`config.mk`:
```
export PLATFORM = sky130hd
export DESIGN_NAME = ts_counter
export DESIGN_NICKNAME = d
export VERILOG_FILES = /design/src/ucie_buf_pkg.sv /design/src/ts_counter.sv
export SDC_FILE = /design/constraint.sdc
export NUM_CORES = 1
export LEC_CHECK = 0
export ABC_AREA = 0
export BUFFER_PORTS_ARGS = -buffer_cell sky130_fd_sc_hd__buf_2
export CAP_MARGIN = 40
export CORE_MARGIN = 2
export CORE_UTILIZATION = 30
export CTS_CLUSTER_SIZE = 24
export DETAILED_ROUTE_END_ITERATION = 10
export HOLD_SLACK_MARGIN = 0.05
export SETUP_SLACK_MARGIN = 0.5
export SKIP_LAST_GASP = 1
export SLEW_MARGIN = 40
export SYNTH_ARGS = -nofsm -noshare
export SYNTH_HDL_FRONTEND = slang
export SYNTH_SLANG_ARGS = --single-unit
```
`constraint.sdc`:
```
create_clock -name clk -period 6.6 [get_ports clk]
set_clock_uncertainty 0.2 [all_clocks]
set_input_delay 0 -clock clk [delete_from_list [all_inputs] [get_ports clk]]
set_output_delay 0 -clock clk [all_outputs]
set_load 0.01 [all_outputs]
```
`src/ucie_buf_pkg.sv`:
```
package ucie_buf_pkg;

   // ---------------------------------------------------------------------------
   // Lane and CSR widths
   // ---------------------------------------------------------------------------
   localparam int TS_W        = 16;
   localparam int DQ_W        = 32;
   localparam int CA_W        = 16;
   localparam int CSR_W       = 32;

   // One entry is exactly three CSR words
   localparam int ENTRY_WORDS = 3;

   // ---------------------------------------------------------------------------
   // Entry layout
   // ---------------------------------------------------------------------------

   // Lane view, timestamp in the top bits
   typedef struct packed {
      logic [TS_W-1:0] ts;
      logic [DQ_W-1:0] dq0;
      logic [DQ_W-1:0] dq1;
      logic [CA_W-1:0] ca;
   } entry_fields_t;

   // Same 96 bits seen as CSR words, word 2 holds the timestamp end
   typedef union packed {
      entry_fields_t                     fields;
      logic [ENTRY_WORDS-1:0][CSR_W-1:0] words;
   } entry_u;

endpackage

```
`src/ts_counter.sv`:
```
`timescale 1ns/1ps

module ts_counter import ucie_buf_pkg::*; (
   input  logic            clk,
   input  logic            rst,
   input  logic            i_enable,
   input  logic            i_clear,
   input  logic            i_brkpt_en,
   input  logic [TS_W-1:0] i_brkpt_val,
   output logic [TS_W-1:0] o_timestamp
);

   logic [TS_W-1:0] count_q;
   logic            brkpt_hit;

   // Freeze point
   assign brkpt_hit = i_brkpt_en && (count_q == i_brkpt_val);

   // Clear wins over enable
   always_ff @(posedge clk or posedge rst) begin
      if (rst) begin
         count_q <= '0;
      end else if (i_clear) begin
         count_q <= '0;
      end else if (i_enable && !brkpt_hit) begin
         count_q <= count_q + 1'b1;
      end
   end

   assign o_timestamp = count_q;

endmodule

```
==> results.yml <==
worst_setup_path:
  path_class: "flip-flop to flip-flop"
  rrSetupSlack_ns: 4.01
  cp-start-kind: "flip-flop"
  crit_end: "o_timestamp[6]"
  ff2ff_path_depth: 6
  cp-end-kind: "flip-flop"
  cp.required_ns: 6.58
  r2r-end: "o_timestamp[6]"
  crit_path_start: "o_timestamp[10]"
  arrival_ns: 2.57
  crit_fanout: 26
  reg2reg_from: "o_timestamp[10]"
grt:
  antenna_found_initial: 0
  grt_usage_pct: 13.9
  grt_overflow_total: 0
  grt_max_degree: 27
  grt_pass1_vias: 955
  grt_pass1_wl_um: 4440
cts:
  tritoncts: "done"
  clkLatencyLatePin_ns: 0.29
  cts_num_sinks: 16
  clock_path_buffers: 2
  clk_pin_slew_ns: 0.10
  cts_buffers: 3
  cts_root_buffer: "clkbuf_4"
  htree_levels: 1
run_status:
  status: "finished, final reports clean"
yosys:
  synth_edf_count: 0
  ys_ff_latch: 16
  synth_area_leaders: "dfrtp_1, xor2_1, or4_1"
  synth_cell_types: 30
  synth_seq_area_share_pct: 37.6
  yosysTopAreaCell: "dfrtp_1"
  post-synth-top-count-cell: "xor2_1"
  syn_avg_cell_area_um2: 9.43
  synth_flop_cell: "dfrtp_1"
  synth_area_um2: 1070
  synth.top_cell.area_share_pct: 37.6
  synth_warnings: 0
  syn_inst: 113
  synthesis.nets: 135
  synthTopCellsByCount: "xor2_1, dfrtp_1, a21oi_1, or4_1"
  ys_async_sr_fraction_pct: 100
finish:
  largest_reg_flops: 16
  area_growth_pct: 26.1
  diodes: 0
  nets: 174
  fillers: 370
  drive_gt1_share_pct: 31.1
route:
  wl_um: 2690
  drc: 0
  ant_nets: 0
  drt_iter0_drc: 34
  avgRoutedWirePerCell_um: 13.6
  dr.pass1.iters: 4
  vias: 1016
  via_per_inst: 5.16
sta:
  clock.fmax_mhz: 386
  relSlewSlack_pct: 55.7
  rsz0062_at_grt: "no"
  timing.final.crit_share_pct: 39.3
  finalMaxSlewViolations: 0
  finalCriticalPeriod_ns: 2.59
  finalHoldViolCount: 0
  setup_slack_ns: 4.01
  fin_setup_tns_ns: 0
  setup_viol: 0
  tightest_slew_ns: 0.664
floorplanning:
  ios: 37
  die-height_um: 63.6
  rows: 21
  core_area_um2: 3360
  initial_utilization_pct: 31.7
  dieArea_um2: 4050
  die_w_um: 63.6
placement:
  dp_slack_ns: 4.02
  dp_hpwl_um: 1990
  portBuffers: 36
  gp_congestion: 0.726
power_and_ir_drop:
  power.total_mw: 0.193
  power.internal_mw: 0.144
  switching_share_pct: 25.2
  clock_power_share_pct: 34.3
  power.density_nw_per_um2: 143
  p_switching_mw: 0.0485
  seqPwrFrac_pct: 52.5
  ir_drop_mv: 0.0443
  power_leakage_nw: 0.629
  combPwrFrac_pct: 13.2
worst_hold_path:
  min_path_type: "input port to flip-flop"
  whs_path_depth: 5
  hp-start: "i_brkpt_en"
run:
  max_cap_violations: 0
[layout make-up]
class | count | area [um^2] | share of cell area [%]
Clock buffer | 4 | 36.3 | 2.70
Inverter | 4 | 15.0 | 1.12
Multi-Input combinational cell | 88 | 624 | 46.5
Sequential cell | 16 | 400 | 29.8
Tap cell | 46 | 57.6 | 4.28
Timing Repair Buffer | 39 | 210 | 15.6
[metrics by stage]
step	util, %	hold WS (ns)	instance area [um^2]	cells
floorplan	-	-0.286	1070	113
global route	40.0	0.115	1340	197
CTS	40.0	0.0618	1340	197
finish	40.0	0.0599	1340	197
global placement	37.8	-0.0749	1270	190
detailed placement	38.0	-0.0749	1280	190
[cell usage in the layout, fill, tap and decap left out, drive strengths merged, types with 3 or more instances in the layout]
master	instances
or4	9
nand3	4
a21oi	9
buf	36
o21ai	4
dlygate4sd3	3
dfrtp	16
nor2	7
nor3	3
clkbuf	4
xor2	17
nor4	4
nand2	7
nand4	3
inv	4
o31ai	7
[per-layer routing]
layer  global-route usage, %  routed length [um]
met1                    19.2                1290
met2                    21.7                1270
met3                    2.68                 106
met4                    4.89                  23
met5                       0                   0
[worst min-delay path by stage]
stage	end
after floorplan	o_timestamp[0]
after global placement	o_timestamp[1]
after detailed placement	o_timestamp[5]
after CTS	o_timestamp[2]
after global routing	o_timestamp[2]
final	o_timestamp[2]
[timing repair]
item | in CTS | in global routing
setup buffers | 0 | 0
endpoints found under the hold margin | 32 | 0
endpoints found under the setup margin | 0 | 0
hold buffers | 3 | 0
gates resized for setup | 0 | 0
[cells by family (layout without fill, tap and decap cells)]
group | after synthesis | count (layout) | synth area share (%)
buffers and inverters | 9 | 47 | 4.58
AND/OR/NAND/NOR | 43 | 43 | 24.4
XOR/XNOR | 18 | 18 | 14.8
AO/OA/AOI/OAI | 23 | 23 | 13.7
adder cells (fa/ha/maj) | 1 | 1 | 1.17
flip-flops | 16 | 16 | 37.6
multiplexers | 3 | 3 | 3.76
[worst max-delay path, stage by stage (launching register included)]
cell	delay [ns]
dfrtp_1	0.47
xor2_1	0.19
nor4_1	0.37
nand4_1	0.22
o21ai_4	0.56
nor3_1	0.14
mux2_4	0.32
[power by group through the flow]
stage	sequential [mW]	combinational, mW	clock [mW]
floorplan	0.104	0.0134	0
global placement	0.103	0.0237	0
detailed placement	0.103	0.0244	0
CTS	0.101	0.0259	0.0673
global route	0.101	0.0285	0.0721
finish	0.101	0.0254	0.0661
No activity file was read; power rests on OpenSTA's default activity.
