**src/csr_sync.sv**
```systemverilog
`timescale 1ns/1ps

module csr_sync (
   input  logic clk,
   input  logic rst,
   input  logic i_buf_mode,
   input  logic i_ts_enable,
   input  logic i_ts_reset,
   input  logic i_ts_brkpt_en,
   input  logic i_ig_wdata_en,
   input  logic i_ig_wdata_upd,
   input  logic i_eg_rdata_en,
   input  logic i_eg_rdata_upd,
   output logic o_buf_mode,
   output logic o_ts_enable,
   output logic o_ts_reset,
   output logic o_ts_brkpt_en,
   output logic o_ig_shift,
   output logic o_ig_push,
   output logic o_eg_shift,
   output logic o_eg_pop
);

   localparam int N_CTL = 8;
   localparam int N_TGL = 4;

   logic [N_CTL-1:0] ctl_in;
   logic [N_CTL-1:0] meta_q;
   logic [N_CTL-1:0] sync_q;
   logic [N_TGL-1:0] tgl_q;
   logic [N_TGL-1:0] pulse;

   // Loader toggles sit in the upper bits
   assign ctl_in = {i_eg_rdata_upd, i_eg_rdata_en, i_ig_wdata_upd, i_ig_wdata_en,
                    i_ts_brkpt_en, i_ts_reset, i_ts_enable, i_buf_mode};

   // Two-flop synchronizer, plus one stage for edge detect on the toggles
   always_ff @(posedge clk or posedge rst) begin
      if (rst) begin
         meta_q <= '0;
         sync_q <= '0;
         tgl_q  <= '0;
      end else begin
         meta_q <= ctl_in;
         sync_q <= meta_q;
         tgl_q  <= sync_q[N_CTL-1:N_CTL-N_TGL];
      end
   end

   // Either edge of a toggle gives a one-cycle pulse
   assign pulse = sync_q[N_CTL-1:N_CTL-N_TGL] ^ tgl_q;

   assign o_buf_mode    = sync_q[0];
   assign o_ts_enable   = sync_q[1];
   assign o_ts_reset    = sync_q[2];
   assign o_ts_brkpt_en = sync_q[3];
   assign o_ig_shift    = pulse[0];
   assign o_ig_push     = pulse[1];
   assign o_eg_shift    = pulse[2];
   assign o_eg_pop      = pulse[3];

endmodule

```
**config.mk**
```make
export PLATFORM = sky130hd
export DESIGN_NAME = csr_sync
export DESIGN_NICKNAME = d
export VERILOG_FILES = /design/src/csr_sync.sv
export SDC_FILE = /design/constraint.sdc
export NUM_CORES = 1
export LEC_CHECK = 0
export ABC_CLOCK_PERIOD_IN_PS = 1600
export BUFFER_PORTS_ARGS = -buffer_cell sky130_fd_sc_hd__buf_2
export CORE_AREA = 2 2 39 41
export DETAILED_ROUTE_END_ITERATION = 6
export DIE_AREA = 0 0 41 43
export PLACE_DENSITY = 0.66
export SYNTH_ARGS = -nofsm -noshare
export SYNTH_HDL_FRONTEND = slang
export SYNTH_SLANG_ARGS = --single-unit
export TNS_END_PERCENT = 1
```
**constraint.sdc**
```tcl
create_clock -name clk -period 1.6 [get_ports clk]
set_input_delay 0.16 -clock clk [delete_from_list [all_inputs] [get_ports clk]]
set_output_delay 0.16 -clock clk [all_outputs]
set_load 0.02 [all_outputs]
```
==> impl_summary.md <==
Power
Summed over all cells, the static leakage comes to 0.3738 nW. Power spread over the standard cell area amounts to 1099 mW/mm^2. The largest vdd supply drop is 519.9 uV.

Global routing
The pin count of the biggest net entering global routing is 21. The total overflow left after global routing is 0. The via count of the first global-routing pass is 262. The first global-routing pass estimated 1.000 mm of wire. The global-route usage over all layers is 0.09509. The initial antenna violation count is 0.

Worst setup path
The critical path data arrival time is 0.99 ns. The required time of the critical path is 1.44 ns. The cell type of the slowest stage on the worst timing path is dfrtp_1. The number of buffers and inverters on the critical path is 1. Traced cell by cell, the critical path runs through xor2_1, buf_2.

For this run, the slowest stage of the critical path takes 0.40 ns. The endpoint kind of the worst setup timing path is a primary output. The setup path with the least slack is of type flop to primary output. The origin of the critical flop-to-flop path is sync_q[4]. Grouping stages by cell kind, the critical path spends the most delay in flip-flops. In this run the worst setup path begins at sync_q[6]. STA classifies the critical path startpoint as a flop.

Along the worst path, the maximum fanout reaches 2.

Cells and area
Fill cells in the final layout number 119. The library cell used most frequently in the layout, excluding fill and tap cells, is dfrtp_1. The diode insertion count for antenna repair is 0. Once layout is done, the placed cells without fillers occupy 757.0 um^2.

The fraction of final layout cells with drive strength greater than 1 is 0.3704. Once layout is complete, the utilization of the core stands at 0.5470. In the final design database the tool counted 66 nets.

The area growth from synthesis to final layout is 40.37%. The count of cells in the finished layout, fillers not included, comes to 70. In the layout the commonest cells are dfrtp_1 (20), buf_2 (17), dlygate4sd3_1 (9).

Die
The core region is 0.001384 mm^2. The initial utilization of the core area, before any placement, comes to 0.3897. The floorplan die height is 43 um.

The horizontal die dimension is 41 um. The die covers 0.001763 mm^2. The number of top-level design ports is 18. The floorplan has 14 rows.

Timing
The final period demand of the worst path is 1.152 ns. The achievable clock frequency is 868.4 MHz. The total count of hold-check failures in the final report is 0. At the pin with the least slew margin, the transition time is 0.6771 ns. The worst relative slew slack is 0.5481. Of the available clock period, the critical path in the final layout requires 0.7197.

The final number of max-transition violations was 0. The clock skew after layout is 0.0003898 ns. The setup-violating endpoint count in the final report is 0. The total negative slack is 0 ns. Setup repair after global routing left no endpoint under its margin. The worst hold margin is 0.3552 ns.

Route
After detailed routing, the number of remaining DRC violations is 0. The number of design-rule violations left by the first detailed-router iteration is 0. The first-pass iteration count of the detailed router is 1.

The number of vias per cell is 3.943. The per-cell routed wire length is 9.171 um. The routed wire length is 642 um. Detailed routing inserted a total of 276 vias.

The remaining antenna violation count is 0.

CTS
Clock-pin slew was measured on the worst setup and hold paths at 0.09 ns. TritonCTS built the clock tree. Counting the buffers created by CTS gives 3. The number of levels the H-tree was split into is 1. Once the clock tree was built, the setup fixing pass inserted 0 buffers. The number of gates given a new drive strength after cts is 0. The root buffer cell chosen for the clock tree is clkbuf_4. At the later pin of the worst-skew pair, clock insertion delay measures 0.28 ns. In this run the deepest clock path goes through 2 buffers. The quantity of hold-fixing buffers added after cts is 9.

The number of clock sinks is 20.

Placement
The congestion estimate from routability-driven global placement came to 0.6008. The number of cells in the design after placement is 58. The placed instances occupy a cell area of 644.4 um^2. The total of buffers placed on input and output ports is 17.

Logic synthesis
Counting every net in the synthesized netlist gives 35. Counting flops and latches in the post-synthesis netlist gives 20. The area of the mapped netlist is 539.3 um^2. Synthesis instantiated 3 different standard cells from the library.

Synthesis produced a netlist whose cell count is 25. The count of warnings emitted by yosys is 0. Of the synthesized area, sequential elements account for 0.9281. Each instance of the synthesized netlist takes up on average 21.57 um^2.

Min path
The min-delay analysis places its worst path in the category flop to flop. The start point of the worst min-delay path is meta_q[6].

Flow run
The max-cap violation count is 0.

Status
The run finished with clean final reports.
kinds of logic (layout without fill, tap and decap cells):
kind of cell,after synthesis,in the layout,synth area share
buf+inv,1,30,0.006954
flops,20,20,0.9281
xor+xnor,4,4,0.06496
area by class of cell:
class,count,area [um^2],share of cell area
Tap cell,16,20.02,0.02645
Inverter,1,3.754,0.004959
Clock buffer,3,22.52,0.02975
Multi-Input combinational cell,4,35.03,0.04628
Timing Repair Buffer,26,175.2,0.2314
Sequential cell,20,500.5,0.6612
routing by layer:
metal | GRT usage | part of all wire | vias to the layer above
li1 | - | - | 132
met1 | 0.1103 | 0.41 | 131
met2 | 0.1250 | 0.52 | 13
met3 | 0.04712 | 0.070 | 0
met4 | 0.08000 | 0 | 0
met5 | 0 | 0 | -
power by group:
part           switching (mW)  internal (mW)
Clock                   0.129         0.0874
Sequential            0.00835          0.530
Combinational          0.0406         0.0363
flip-flops by register name, indices dropped and copies added, names as in the netlist:
signal and count:
sync_q 8, meta_q 8, tgl_q 4
per-stage QoR:
stage | power, mW | worst slack, ns
floorplan | 0.5827 | 0.7200
global placement | 0.6097 | 0.7757
detailed placement | 0.6108 | 0.7512
CTS | 0.8430 | 0.4188
global route | 0.8800 | 0.3607
finish | 0.8320 | 0.4484
worst paths after layout:
check	endpoint	slack, ns	cells after the start
setup / recovery	o_eg_shift	0.45	2
hold / removal	sync_q[6]	0.36	0
setup reg to reg	tgl_q[0]	1.09	0
hold reg to reg	sync_q[6]	0.36	0
max in group asynchronous	sync_q[4]	0.65	3
min in group asynchronous	meta_q[1]	0.52	3
synth_stat cells:
cell	n	area (um^2)
inv_1	1	3.750
xor2_1	4	35.03
dfrtp_1	20	500.5
Power figures use the tool's default switching activity.
