`config.mk`:
```
export PLATFORM = sky130hd
export DESIGN_NAME = eg_capture
export DESIGN_NICKNAME = d
export VERILOG_FILES = /design/src/ucie_buf_pkg.sv /design/src/fifo_if.sv /design/src/eg_capture.sv /design/src/entry_fifo.sv
export SDC_FILE = /design/constraint.sdc
export NUM_CORES = 2
export LEC_CHECK = 0
export ABC_AREA = 1
export BUFFER_PORTS_ARGS = -buffer_cell sky130_fd_sc_hd__buf_2
export CAP_MARGIN = 25
export CORE_UTILIZATION = 30
export CTS_CLUSTER_SIZE = 12
export DETAILED_ROUTE_END_ITERATION = 7
export GPL_TIMING_DRIVEN = 0
export PLACE_DENSITY = 0.42
export SLEW_MARGIN = 30
export SYNTH_ARGS = -nofsm -noshare
export SYNTH_HDL_FRONTEND = slang
export SYNTH_HIERARCHICAL = 1
export SYNTH_SLANG_ARGS = --single-unit
```
`constraint.sdc`:
```
create_clock -name clk -period 9.18 [get_ports clk]
set_input_delay 1.836 -clock clk [delete_from_list [all_inputs] [get_ports clk]]
set_output_delay 1.836 -clock clk [all_outputs]
set_load 0.005 [all_outputs]
```
`src/ucie_buf_pkg.sv`:
```
package ucie_buf_pkg;

   // ---------------------------------------------------------------------------
   // Lane and CSR widths
   // ---------------------------------------------------------------------------
   localparam int TS_W        = 16;
   localparam int DQ_W        = 32;
   localparam int CA_W        = 16;
   localparam int CSR_W       = 32;

   // One entry is exactly three CSR words
   localparam int ENTRY_WORDS = 3;

   // ---------------------------------------------------------------------------
   // Entry layout
   // ---------------------------------------------------------------------------

   // Lane view, timestamp in the top bits
   typedef struct packed {
      logic [TS_W-1:0] ts;
      logic [DQ_W-1:0] dq0;
      logic [DQ_W-1:0] dq1;
      logic [CA_W-1:0] ca;
   } entry_fields_t;

   // Same 96 bits seen as CSR words, word 2 holds the timestamp end
   typedef union packed {
      entry_fields_t                     fields;
      logic [ENTRY_WORDS-1:0][CSR_W-1:0] words;
   } entry_u;

endpackage

```
`src/fifo_if.sv`:
```
`timescale 1ns/1ps

interface fifo_if import ucie_buf_pkg::*; ();

   // Write side
   logic   write;
   entry_u wdata;
   logic   full;

   // Read side, rdata shows the head entry
   logic   read;
   entry_u rdata;
   logic   empty_n;

   // Empties the FIFO in one cycle
   logic   clr;

   modport ctrl (
      output write, wdata, read, clr,
      input  full, rdata, empty_n
   );

   modport mem (
      input  write, wdata, read, clr,
      output full, rdata, empty_n
   );

endinterface

```
`src/eg_capture.sv`:
```
`timescale 1ns/1ps

module eg_capture import ucie_buf_pkg::*; #(
   parameter int DEPTH = 32
) (
   input  logic             clk,
   input  logic             rst,
   input  logic             i_shift,
   input  logic             i_pop,
   input  logic             i_clr,
   input  logic [TS_W-1:0]  i_timestamp,
   input  logic [DQ_W-1:0]  i_rx_dq0,
   input  logic [DQ_W-1:0]  i_rx_dq1,
   input  logic [CA_W-1:0]  i_rx_ca,
   input  logic [2:0]       i_rx_vld,
   output logic [CSR_W-1:0] o_rdata,
   output logic             o_empty,
   output logic             o_full,
   output logic             o_overflow,
   output logic             o_read_done
);

   fifo_if eg_f ();

   entry_u cap_entry;
   entry_u rd_loader_q;
   logic   eg_write;
   logic   read_toggle_q;

   // ---------------------------------------------------------------------------
   // Capture side
   // ---------------------------------------------------------------------------

   // Any lane valid stamps the sample
   assign eg_write = |i_rx_vld;

   assign cap_entry.fields = '{ts:  i_timestamp,
                               dq0: i_rx_dq0,
                               dq1: i_rx_dq1,
                               ca:  i_rx_ca};

   assign eg_f.write = eg_write;
   assign eg_f.wdata = cap_entry;
   assign eg_f.clr   = i_clr;
   assign eg_f.read  = i_pop;

   entry_fifo #(
      .DEPTH (DEPTH)
   ) u_fifo (
      .clk   (clk),
      .rst   (rst),
      .f     (eg_f)
   );

   // ---------------------------------------------------------------------------
   // Readout loader
   // ---------------------------------------------------------------------------

   // Pop loads the head, shift moves the next word down
   always_ff @(posedge clk or posedge rst) begin
      if (rst) begin
         rd_loader_q <= '0;
      end else if (i_pop) begin
         rd_loader_q <= eg_f.rdata;
      end else if (i_shift) begin
         rd_loader_q.words <= {{CSR_W{1'b0}}, rd_loader_q.words[ENTRY_WORDS-1:1]};
      end
   end

   always_ff @(posedge clk or posedge rst) begin
      if (rst) begin
         read_toggle_q <= 1'b0;
      end else begin
         read_toggle_q <= read_toggle_q ^ i_pop;
      end
   end

   assign o_rdata     = rd_loader_q.words[0];
   assign o_empty     = ~eg_f.empty_n;
   assign o_full      = eg_f.full;
   assign o_overflow  = eg_f.full & eg_write;
   assign o_read_done = read_toggle_q;

endmodule

```
`src/entry_fifo.sv`:
```
`timescale 1ns/1ps

module entry_fifo import ucie_buf_pkg::*; #(
   parameter int DEPTH = 32
) (
   input  logic clk,
   input  logic rst,
   fifo_if.mem  f
);

   localparam int AW = $clog2(DEPTH);

   entry_u        mem_q [DEPTH];
   logic [AW:0]   wr_ptr_q;
   logic [AW:0]   rd_ptr_q;
   logic          do_write;
   logic          do_read;

   // Extra pointer bit tells full from empty
   assign f.empty_n = (wr_ptr_q != rd_ptr_q);
   assign f.full    = (wr_ptr_q[AW] != rd_ptr_q[AW]) &&
                      (wr_ptr_q[AW-1:0] == rd_ptr_q[AW-1:0]);

   // Writes into a full FIFO and reads from an empty one are dropped
   assign do_write = f.write && !f.full;
   assign do_read  = f.read && f.empty_n;

   always_ff @(posedge clk or posedge rst) begin
      if (rst) begin
         wr_ptr_q <= '0;
         rd_ptr_q <= '0;
      end else if (f.clr) begin
         wr_ptr_q <= '0;
         rd_ptr_q <= '0;
      end else begin
         if (do_write) begin
            wr_ptr_q <= wr_ptr_q + 1'b1;
         end
         if (do_read) begin
            rd_ptr_q <= rd_ptr_q + 1'b1;
         end
      end
   end

   // Entry storage
   always_ff @(posedge clk) begin
      if (do_write) begin
         mem_q[wr_ptr_q[AW-1:0]] <= f.wdata;
      end
   end

   // Show-ahead head
   assign f.rdata = mem_q[rd_ptr_q[AW-1:0]];

endmodule

```
==> impl_metrics.env <==
export IMPL_status="finished with violations"
export IMPL_violations="design-rule violations"
export IMPL_crit_path_start_kind="flip-flop"
export IMPL_p_leak_nw=58.0
export IMPL_layout_common_cells="4028 x nand2_1, 3072 x edfxtp_1, 2320 x nand3_1"
export IMPL_cts_tree="built"
export IMPL_wire_per_inst_um=33.1
export IMPL_fin_skew_ps=57.8
export IMPL_cp_end_kind="output pin"
export IMPL_hold_path_class="reg2reg"
export IMPL_clock_latency_ps=1000
export IMPL_crit_slowest_cell="inv_2"
export IMPL_min_period_ps=5030
export IMPL_post_route_cell_area_um2=155000
export IMPL_dr_total_vias=95200
export IMPL_port_buffers=139
export IMPL_fp_dieW_um=655
export IMPL_nets=12100
export IMPL_start_util_pct=30.1
export IMPL_drtAntennaViolNets=0
export IMPL_powerDensity_nw_per_um2=241
export IMPL_ctsHtreeMaxLevel=5
export IMPL_cts_path_max_buffers=4
export IMPL_critPathKind="reg2out"
export IMPL_slew_headroom_pct=25.9
export IMPL_multi_input_area_um2=29000
export IMPL_wirelength_mm=596
export IMPL_via_per_inst=5.29
export IMPL_gp_congestion=0.883
export IMPL_row_count=239
export IMPL_max_cap_violations=0
export IMPL_synthCells=10700
export IMPL_post_dp_cell_area_um2=143000
export IMPL_gr_usage_all_layers_pct=27.1
export IMPL_setup_viol=0
export IMPL_ys_seq_elements=3181
export IMPL_die_area_um2=429000
export IMPL_rsz0062_at_grt="false"
export IMPL_hold_buffers=0
export IMPL_max_stage_delay_ps=350
export IMPL_post_route_period_util_pct=54.7
export IMPL_cts_made_buffers=365
export IMPL_finalNonFillerCells=18000
export IMPL_cts_root_buf="clkbuf_16"
export IMPL_crit_fanout=8
export IMPL_drtIter0Drc=12300
export IMPL_syn_to_final_growth_pct=20.9
export IMPL_ff2ff_setup_slack_ps=4760
export IMPL_yosys_warnings=6
export IMPL_ir_drop_mv=0.138
export IMPL_syn_nets=10800
export IMPL_antenna_found_initial=70
export IMPL_crit_required_ps=7340
export IMPL_die_y_um=655
export IMPL_dpl_hpwl_mm=437
export IMPL_grt_ovfl_total=0
export IMPL_finalWorstSetupSlack_ps=4150
export IMPL_power_mw=37.2
export IMPL_async_flop_share_pct=3.43
export IMPL_fillers=41700
export IMPL_cts_num_sinks=3181
export IMPL_hold_violations=0
export IMPL_cts_setup_buffers=0
export IMPL_tightest_slew_ps=1110
export IMPL_grt_pass1_wl_mm=787
export IMPL_fmax_mhz=199
export IMPL_clk_pin_slew_ps=60
export IMPL_cp_arrival_ps=3190
export IMPL_synth_edf_count=3072
export IMPL_seq_area_um2=95000
export IMPL_syn_area_um2=128000
export IMPL_grt_max_degree=65
export IMPL_drive_gt1_share_pct=17.2
export IMPL_drc=16
export IMPL_cts_resized=0
export IMPL_core_um2=424000
export IMPL_io_pins=140
export IMPL_synth_main_ff_cell="edfxtp_1"
export IMPL_dp_worst_setup_slack_ps=4060
export IMPL_cp_cell_sequence="buf_2, inv_2, nand2_1, nand2_1, nor2_2, nand4_4, inv_1, a21boi_0, buf_2"
export IMPL_dp_cells=17300
export IMPL_synth_area_per_cell_um2=12.0
export IMPL_slew_viol_final=0
export IMPL_synth_cell_types=30
export IMPL_first_pass_iters=8
export IMPL_grt_pass1_vias=88000
export IMPL_final_common_cell="nand2_1"
export IMPL_synth_seq_area_share_pct=74.3
==> sequential cells by signal, summed over array words and instances (netlist names) <==
register / flops
u_fifo/mem_q: 3072
u_fifo/rd_ptr_q: 6
o_read_done: 1
rd_loader_q: 96
u_fifo/wr_ptr_q: 6
==> layout make-up <==
class	count	area share, %
buffer	710	2.50
timing repair buffer	961	4.96
tap	5663	4.59
multi-input combinational	6709	18.8
clock inverter	190	1.12
inverter	54	0.136
sequential	3181	61.5
antenna	63	0.102
clock buffer	473	6.34
==> metal layers <==
metal	vias to the layer above	global-route usage [%]	part of all wire, %
met4	26	14.6	6.1
met1	48600	36.1	40
met3	1080	5.39	9.1
li1	40300	-	-
met5	-	0	0.028
met2	5202	41.7	44
==> critical path, delay by kind of cell, from the launching register on <==
kind | cells | cell delay (ps)
buffers and inverters | 4 | 1010
and+or+nand+nor | 4 | 610
DFF | 1 | 330
AOI/OAI and AO/OA | 1 | 230
==> where the power goes <==
part | switching (mW) | total (mW) | internal (mW) | leakage, nW
clock | 6.16 | 14.3 | 8.18 | 5.63
combinational | 4.88 | 6.32 | 1.44 | 23.3
sequential | 0.268 | 16.5 | 16.2 | 29.1
==> cells in the mapped netlist (5+ instances only) <==
library cell	instances	area share (%)
a21boi_0	32	0.19
inv_2	7	0.021
edfxtp_1	3072	72
nor3_1	31	0.12
nand2_1	4028	12
nand3_1	2320	9.1
clkbuf_1	111	0.33
inv_1	42	0.12
o211ai_1	42	0.25
ha_1	5	0.049
buf_2	426	1.7
buf_4	105	0.62
a21oi_1	208	0.81
nor2_1	9	0.026
xor2_1	6	0.041
buf_1	48	0.14
nand4_1	7	0.034
a21boi_1	11	0.065
buf_6	18	0.16
dfrtp_1	109	2.1
==> through the flow <==
step | utilization, % | setup TNS [ps] | hold WS, ps
after global routing | 36.4 | 0 | 495
after CTS | 36.4 | 0 | 477
after global placement | 32.0 | - | 463
final | 36.4 | 0 | 480
after detailed placement | 33.7 | 0 | 461
after floorplan | - | -881210 | 442
==> cells by family after synthesis <==
| family | count (synthesis) | share of synthesized area, % |
|---|---|---|
| buffers and inverters | 764 | 3.09 |
| AND/OR/NAND/NOR | 6405 | 21.2 |
| XOR/XNOR | 6 | 0.0411 |
| adder cells (fa/ha/maj) | 5 | 0.0490 |
| AO/OA/AOI/OAI | 293 | 1.31 |
| flip-flops | 3181 | 74.3 |
==> path summary, 6_finish.rpt <==
path	from	to	cells past startpoint
setup / recovery	u_fifo/rd_ptr_q[3]$_DFFE_PP0P_	o_overflow	9
hold / removal	rd_loader_q[85]$_DFFE_PP0P_	rd_loader_q[85]$_DFFE_PP0P_	2
setup reg to reg	u_fifo/rd_ptr_q[3]$_DFFE_PP0P_	u_fifo/mem_q[19][36]$_DFFE_PP_	17
hold reg to reg	rd_loader_q[85]$_DFFE_PP0P_	rd_loader_q[85]$_DFFE_PP0P_	2
max in group asynchronous	rst	rd_loader_q[42]$_DFFE_PP0P_	3
min in group asynchronous	rst	rd_loader_q[60]$_DFFE_PP0P_	2
Power figures use the tool's default switching activity.
