--- src/ucie_buf_pkg.sv ---
package ucie_buf_pkg;

   // ---------------------------------------------------------------------------
   // Lane and CSR widths
   // ---------------------------------------------------------------------------
   localparam int TS_W        = 16;
   localparam int DQ_W        = 32;
   localparam int CA_W        = 16;
   localparam int CSR_W       = 32;

   // One entry is exactly three CSR words
   localparam int ENTRY_WORDS = 3;

   // ---------------------------------------------------------------------------
   // Entry layout
   // ---------------------------------------------------------------------------

   // Lane view, timestamp in the top bits
   typedef struct packed {
      logic [TS_W-1:0] ts;
      logic [DQ_W-1:0] dq0;
      logic [DQ_W-1:0] dq1;
      logic [CA_W-1:0] ca;
   } entry_fields_t;

   // Same 96 bits seen as CSR words, word 2 holds the timestamp end
   typedef union packed {
      entry_fields_t                     fields;
      logic [ENTRY_WORDS-1:0][CSR_W-1:0] words;
   } entry_u;

endpackage

--- src/fifo_if.sv ---
`timescale 1ns/1ps

interface fifo_if import ucie_buf_pkg::*; ();

   // Write side
   logic   write;
   entry_u wdata;
   logic   full;

   // Read side, rdata shows the head entry
   logic   read;
   entry_u rdata;
   logic   empty_n;

   // Empties the FIFO in one cycle
   logic   clr;

   modport ctrl (
      output write, wdata, read, clr,
      input  full, rdata, empty_n
   );

   modport mem (
      input  write, wdata, read, clr,
      output full, rdata, empty_n
   );

endinterface

--- src/entry_fifo.sv ---
`timescale 1ns/1ps

module entry_fifo import ucie_buf_pkg::*; #(
   parameter int DEPTH = 32
) (
   input  logic clk,
   input  logic rst,
   fifo_if.mem  f
);

   localparam int AW = $clog2(DEPTH);

   entry_u        mem_q [DEPTH];
   logic [AW:0]   wr_ptr_q;
   logic [AW:0]   rd_ptr_q;
   logic          do_write;
   logic          do_read;

   // Extra pointer bit tells full from empty
   assign f.empty_n = (wr_ptr_q != rd_ptr_q);
   assign f.full    = (wr_ptr_q[AW] != rd_ptr_q[AW]) &&
                      (wr_ptr_q[AW-1:0] == rd_ptr_q[AW-1:0]);

   // Writes into a full FIFO and reads from an empty one are dropped
   assign do_write = f.write && !f.full;
   assign do_read  = f.read && f.empty_n;

   always_ff @(posedge clk or posedge rst) begin
      if (rst) begin
         wr_ptr_q <= '0;
         rd_ptr_q <= '0;
      end else if (f.clr) begin
         wr_ptr_q <= '0;
         rd_ptr_q <= '0;
      end else begin
         if (do_write) begin
            wr_ptr_q <= wr_ptr_q + 1'b1;
         end
         if (do_read) begin
            rd_ptr_q <= rd_ptr_q + 1'b1;
         end
      end
   end

   // Entry storage
   always_ff @(posedge clk) begin
      if (do_write) begin
         mem_q[wr_ptr_q[AW-1:0]] <= f.wdata;
      end
   end

   // Show-ahead head
   assign f.rdata = mem_q[rd_ptr_q[AW-1:0]];

endmodule

--- src/ig_player.sv ---
`timescale 1ns/1ps

module ig_player import ucie_buf_pkg::*; #(
   parameter int DEPTH = 32
) (
   input  logic             clk,
   input  logic             rst,
   input  logic             i_buf_mode,
   input  logic             i_shift,
   input  logic             i_push,
   input  logic             i_clr,
   input  logic             i_hold,
   input  logic [CSR_W-1:0] i_wdata,
   input  logic [TS_W-1:0]  i_timestamp,
   input  logic [DQ_W-1:0]  i_tx_dq0,
   input  logic [DQ_W-1:0]  i_tx_dq1,
   input  logic [CA_W-1:0]  i_tx_ca,
   output logic             o_empty,
   output logic             o_full,
   output logic             o_overflow,
   output logic             o_write_done,
   output logic [DQ_W-1:0]  o_tx_dq0,
   output logic [DQ_W-1:0]  o_tx_dq1,
   output logic [CA_W-1:0]  o_tx_ca
);

   fifo_if ig_f ();

   entry_u          loader_q;
   entry_fields_t   head;
   logic            ig_pop;
   logic            empty_q;
   logic            write_toggle_q;
   logic [DQ_W-1:0] hold_dq0_q;
   logic [DQ_W-1:0] hold_dq1_q;
   logic [CA_W-1:0] hold_ca_q;
   logic [DQ_W-1:0] mux_dq0;
   logic [DQ_W-1:0] mux_dq1;
   logic [CA_W-1:0] mux_ca;

   // ---------------------------------------------------------------------------
   // Word loader and FIFO
   // ---------------------------------------------------------------------------

   // First word shifted in ends up in word 2
   always_ff @(posedge clk) begin
      if (i_shift) begin
         loader_q.words <= {loader_q.words[ENTRY_WORDS-2:0], i_wdata};
      end
   end

   assign ig_f.write = i_push;
   assign ig_f.wdata = loader_q;
   assign ig_f.clr   = i_clr;
   assign ig_f.read  = ig_pop;

   entry_fifo #(
      .DEPTH (DEPTH)
   ) u_fifo (
      .clk   (clk),
      .rst   (rst),
      .f     (ig_f)
   );

   // ---------------------------------------------------------------------------
   // Playback on timestamp match
   // ---------------------------------------------------------------------------
   assign head   = ig_f.rdata.fields;
   assign ig_pop = ig_f.empty_n && (head.ts == i_timestamp);

   // Lanes masked to zero between entries unless hold
   always_ff @(posedge clk or posedge rst) begin
      if (rst) begin
         hold_dq0_q <= '0;
         hold_dq1_q <= '0;
         hold_ca_q  <= '0;
      end else if (ig_pop) begin
         hold_dq0_q <= head.dq0;
         hold_dq1_q <= head.dq1;
         hold_ca_q  <= head.ca;
      end else if (!i_hold) begin
         hold_dq0_q <= '0;
         hold_dq1_q <= '0;
         hold_ca_q  <= '0;
      end
   end

   // Mode mux, buffer data or live traffic
   assign mux_dq0 = i_buf_mode ? hold_dq0_q : i_tx_dq0;
   assign mux_dq1 = i_buf_mode ? hold_dq1_q : i_tx_dq1;
   assign mux_ca  = i_buf_mode ? hold_ca_q  : i_tx_ca;

   // Output register toward the PHY
   always_ff @(posedge clk or posedge rst) begin
      if (rst) begin
         o_tx_dq0 <= '0;
         o_tx_dq1 <= '0;
         o_tx_ca  <= '0;
      end else begin
         o_tx_dq0 <= mux_dq0;
         o_tx_dq1 <= mux_dq1;
         o_tx_ca  <= mux_ca;
      end
   end

   // Status
   always_ff @(posedge clk or posedge rst) begin
      if (rst) begin
         empty_q        <= 1'b1;
         write_toggle_q <= 1'b0;
      end else begin
         empty_q        <= ~ig_f.empty_n;
         write_toggle_q <= write_toggle_q ^ i_push;
      end
   end

   assign o_empty      = empty_q;
   assign o_full       = ig_f.full;
   assign o_overflow   = ig_f.full & i_push;
   assign o_write_done = write_toggle_q;

endmodule

--- config.mk ---
export PLATFORM = sky130hd
export DESIGN_NAME = ig_player
export DESIGN_NICKNAME = d
export VERILOG_FILES = /design/src/ucie_buf_pkg.sv /design/src/fifo_if.sv /design/src/entry_fifo.sv /design/src/ig_player.sv
export SDC_FILE = /design/constraint.sdc
export NUM_CORES = 2
export LEC_CHECK = 0
export ABC_CLOCK_PERIOD_IN_PS = 6200
export CORE_ASPECT_RATIO = 1.75
export CORE_MARGIN = 2
export CORE_UTILIZATION = 57
export CTS_CLUSTER_DIAMETER = 60
export DETAILED_ROUTE_END_ITERATION = 16
export DONT_BUFFER_PORTS = 1
export PLACE_DENSITY_LB_ADDON = 0.1
export SLEW_MARGIN = 20
export SYNTH_ARGS = -nofsm -noshare
export SYNTH_HDL_FRONTEND = slang
export SYNTH_SLANG_ARGS = --single-unit
--- constraint.sdc ---
create_clock -name clk -period 6.2 [get_ports clk]
set_input_delay 0.62 -clock clk [delete_from_list [all_inputs] [get_ports clk]]
set_output_delay 0.62 -clock clk [all_outputs]
set_load 0.005 [all_outputs]
==> out/summary.txt <==
Status: finished, final reports clean
Worst skew pair latency: 860 ps
Synth Area in Simple Gates: 1.07%
DRT Wirelength: 321 mm
1st-iter DRT viols: 7122
CP max FO: 80
Synth cell types: 68
Minimum clock period: 5020 ps
Clock transition at the registers of the reported paths: 60 ps
First-pass GRT wire length: 454 mm
Area Growth Syn to Fin: 12.7%
Starting Density: 57.3%
# DRC: 0
Max-slew headroom: 24.5%
Top Ports: 219
Post-route ant nets: 0
Launching element type of the critical path: flop
Max cap viols: 0
Largest net degree at the start of global routing: 123
Register area share after synthesis: 78.8%
Postcts setup bufs: 0
Mapped Area: 126000 µm²
Placed cells: 8073
P_leak: 44.2 nW
Largest family of logic cells by synthesized area: multiplexers
CTS tree: yes
Gpl congestion: 0.816
Die height: 627 µm
Most frequent cells after synthesis: 3168 x edfxtp_1, 899 x mux4_2, 201 x nand2_1, 185 x clkbuf_1, 173 x dfrtp_1
Vias/cell: 6.74
DRT Pass-1 Iters: 5
Cell with the most instances after synthesis: edfxtp_1
Clk buf depth: 4
EDFF count, synth: 3168
Asr flop ratio synth: 5.21%
Non-filler cells, final: 8780
Largest area contributor in the netlist: edfxtp_1
Slew Viols, Final: 0
Via Count: 59192
Initial antenna violation count: 18
CTS Sinks: 3342
WHS: 62.5 ps
Post-CTS sizing: 0
Cells after synthesis: 5306
Synth Area in Adders: 0.0496%
Mux cell area share after synthesis: 17.3%
Top cells by area, synth: edfxtp_1 75%, mux4_2 16%, dfrtp_1 3.4%, mux2_2 0.74%, nand2_1 0.60%
Top cell type's share of synthesized area: 75.4%
RSZ-0062 raised after global routing: no
Xor/xnor share of the synthesized area: 0.160%
Fillcell total: 14362
Fraction of layout cells with a size suffix above 1: 28.1%
HP Class: in2reg
Power Dens Cells: 310 nW/µm²
CP required: 6930 ps
Critical setup path kind: reg2reg
Post-detail-place hpwl: 163 mm
Synthesized Nets: 5446
Total grt overflow: 0
Chip Width: 360 µm
Die ar.: 225000 µm²
Setup Skew: 34.1 ps
Worst slew pin tran: 1130 ps
IO buf count: 0
WL per Instance: 36.6 µm
Final hold vios: 0
Post-synth top flop: edfxtp_1
Layout Nets: 5801
# rows: 228
CTS Buf Count: 294
Crit path DAT: 5750 ps
Gr usage total: 28.8%
Final Cycle Share: 80.9%
Vias in the first global route: 60744
Core area: 220000 µm²
Max Clk Rate: 199 MHz
Peak supply drop: 0.262 mV
Seq cells post-synth: 3342
Post-synthesis compound-gate area fraction: 1.56%
H-tree Lvls: 5
Number of setup violations in the final report: 0
Synth Warn #: 0
Fin util: 64.6%
Mean post-synth cell area: 23.8 µm²
Critical path endpoint category: flop
Root Driver: clkbuf_16
sequential cells by signal, summed over array words and instances (netlist names), 6 cells and up:
signal,cells
u_fifo.mem_q,3072
o_tx_dq0,32
o_tx_dq1,32
hold_dq1_q,32
u_fifo.rd_ptr_q,6
hold_ca_q,16
hold_dq0_q,32
u_fifo.wr_ptr_q,6
o_tx_ca,16
ig_f.wdata,96
layout by cell type, fill, tap and decap left out, drive strengths merged, types with 15 or more instances in the layout:
| master | Yosys | layout |
|---|---|---|
| a21oi | 99 | 99 |
| a22oi | 31 | 31 |
| a31o | 81 | 81 |
| buf | 99 | 199 |
| bufinv | 0 | 15 |
| clkbuf | 185 | 398 |
| clkinv | 0 | 94 |
| dfrtp | 173 | 173 |
| dlygate4sd3 | 0 | 144 |
| edfxtp | 3168 | 3168 |
| inv | 13 | 20 |
| mux2 | 86 | 86 |
| mux2i | 60 | 60 |
| mux4 | 899 | 899 |
| nand2 | 201 | 201 |
| nor2 | 55 | 55 |
worst paths after layout:
path,slack [ps],depth (start not counted),from,endpoint
setup reg to reg,1180,9,u_fifo.rd_ptr_q[2]$_DFFE_PP0P_,hold_dq1_q[11]$_DFFE_PP0P_
hold / removal,60,2,i_clr,u_fifo.rd_ptr_q[2]$_DFFE_PP0P_
setup / recovery,1180,9,u_fifo.rd_ptr_q[2]$_DFFE_PP0P_,hold_dq1_q[11]$_DFFE_PP0P_
max in group asynchronous,4500,3,rst,o_tx_dq0[24]$_DFF_PP0_
min in group asynchronous,400,2,rst,hold_dq1_q[27]$_DFFE_PP0P_
hold reg to reg,490,1,o_write_done$_DFF_PP0_,o_write_done$_DFF_PP0_
worst max-delay path, cell delays in order (launching register included):
cell	delay (ps)
dfrtp_4	930
buf_4	960
inv_1	320
mux2i_1	200
o22ai_1	210
o221ai_1	150
a2111o_1	450
or4_4	760
buf_12	310
a31o_1	360
layer usage:
metal | vias up | GRT usage [%] | wire length, µm
met5 | - | 0 | 83
met4 | 12 | 8.32 | 9800
met3 | 501 | 4.11 | 23800
met2 | 2772 | 48.5 | 165000
met1 | 32638 | 39.8 | 123000
li1 | 23269 | - | -
what timing repair did:
action	CTS	global route
endpoints found under the setup margin	0	0
hold buffers	146	0
hold endpoints to repair	383	0
per-stage QoR:
step | setup slack (ps) | instance area (µm²) | TNS (ps) | power (mW)
3_3_place_gp | 1390 | 131000 | 0 | 26.4
5_1_grt | 1190 | 142000 | 0 | 45.2
4_1_cts | 1340 | 142000 | 0 | 44.4
2_1_floorplan | -412 | 126000 | -1127170 | 26.0
6_report | 1180 | 142000 | 0 | 44.1
3_5_place_dp | 1340 | 131000 | 0 | 26.4
power breakdown:
group / switching, mW / internal, mW / total, mW
logic: 0.473 / 0.278 / 0.751
clock network: 7.99 / 10.0 / 18.0
registers: 0.306 / 25.0 / 25.3
total: 8.77 / 35.3 / 44.1
cells by family after synthesis:
logic type | after synthesis
flops | 3342
compound gates | 277
simple gates | 317
fa+ha+maj | 5
mux | 1045
xor+xnor | 23
buf+inv | 297
cell type report:
class | count | area (µm²) | area share, %
flip-flops and latches | 3342 | 99500 | 69.9
multi-input cells | 1667 | 25600 | 18.0
clock buffers | 398 | 8290 | 5.82
repair buffers | 343 | 4130 | 2.90
well taps | 2875 | 3600 | 2.53
clock inverters | 130 | 1070 | 0.751
inverters | 13 | 76.3 | 0.0536
diodes | 12 | 30.0 | 0.0211
Power figures use the tool's default switching activity.
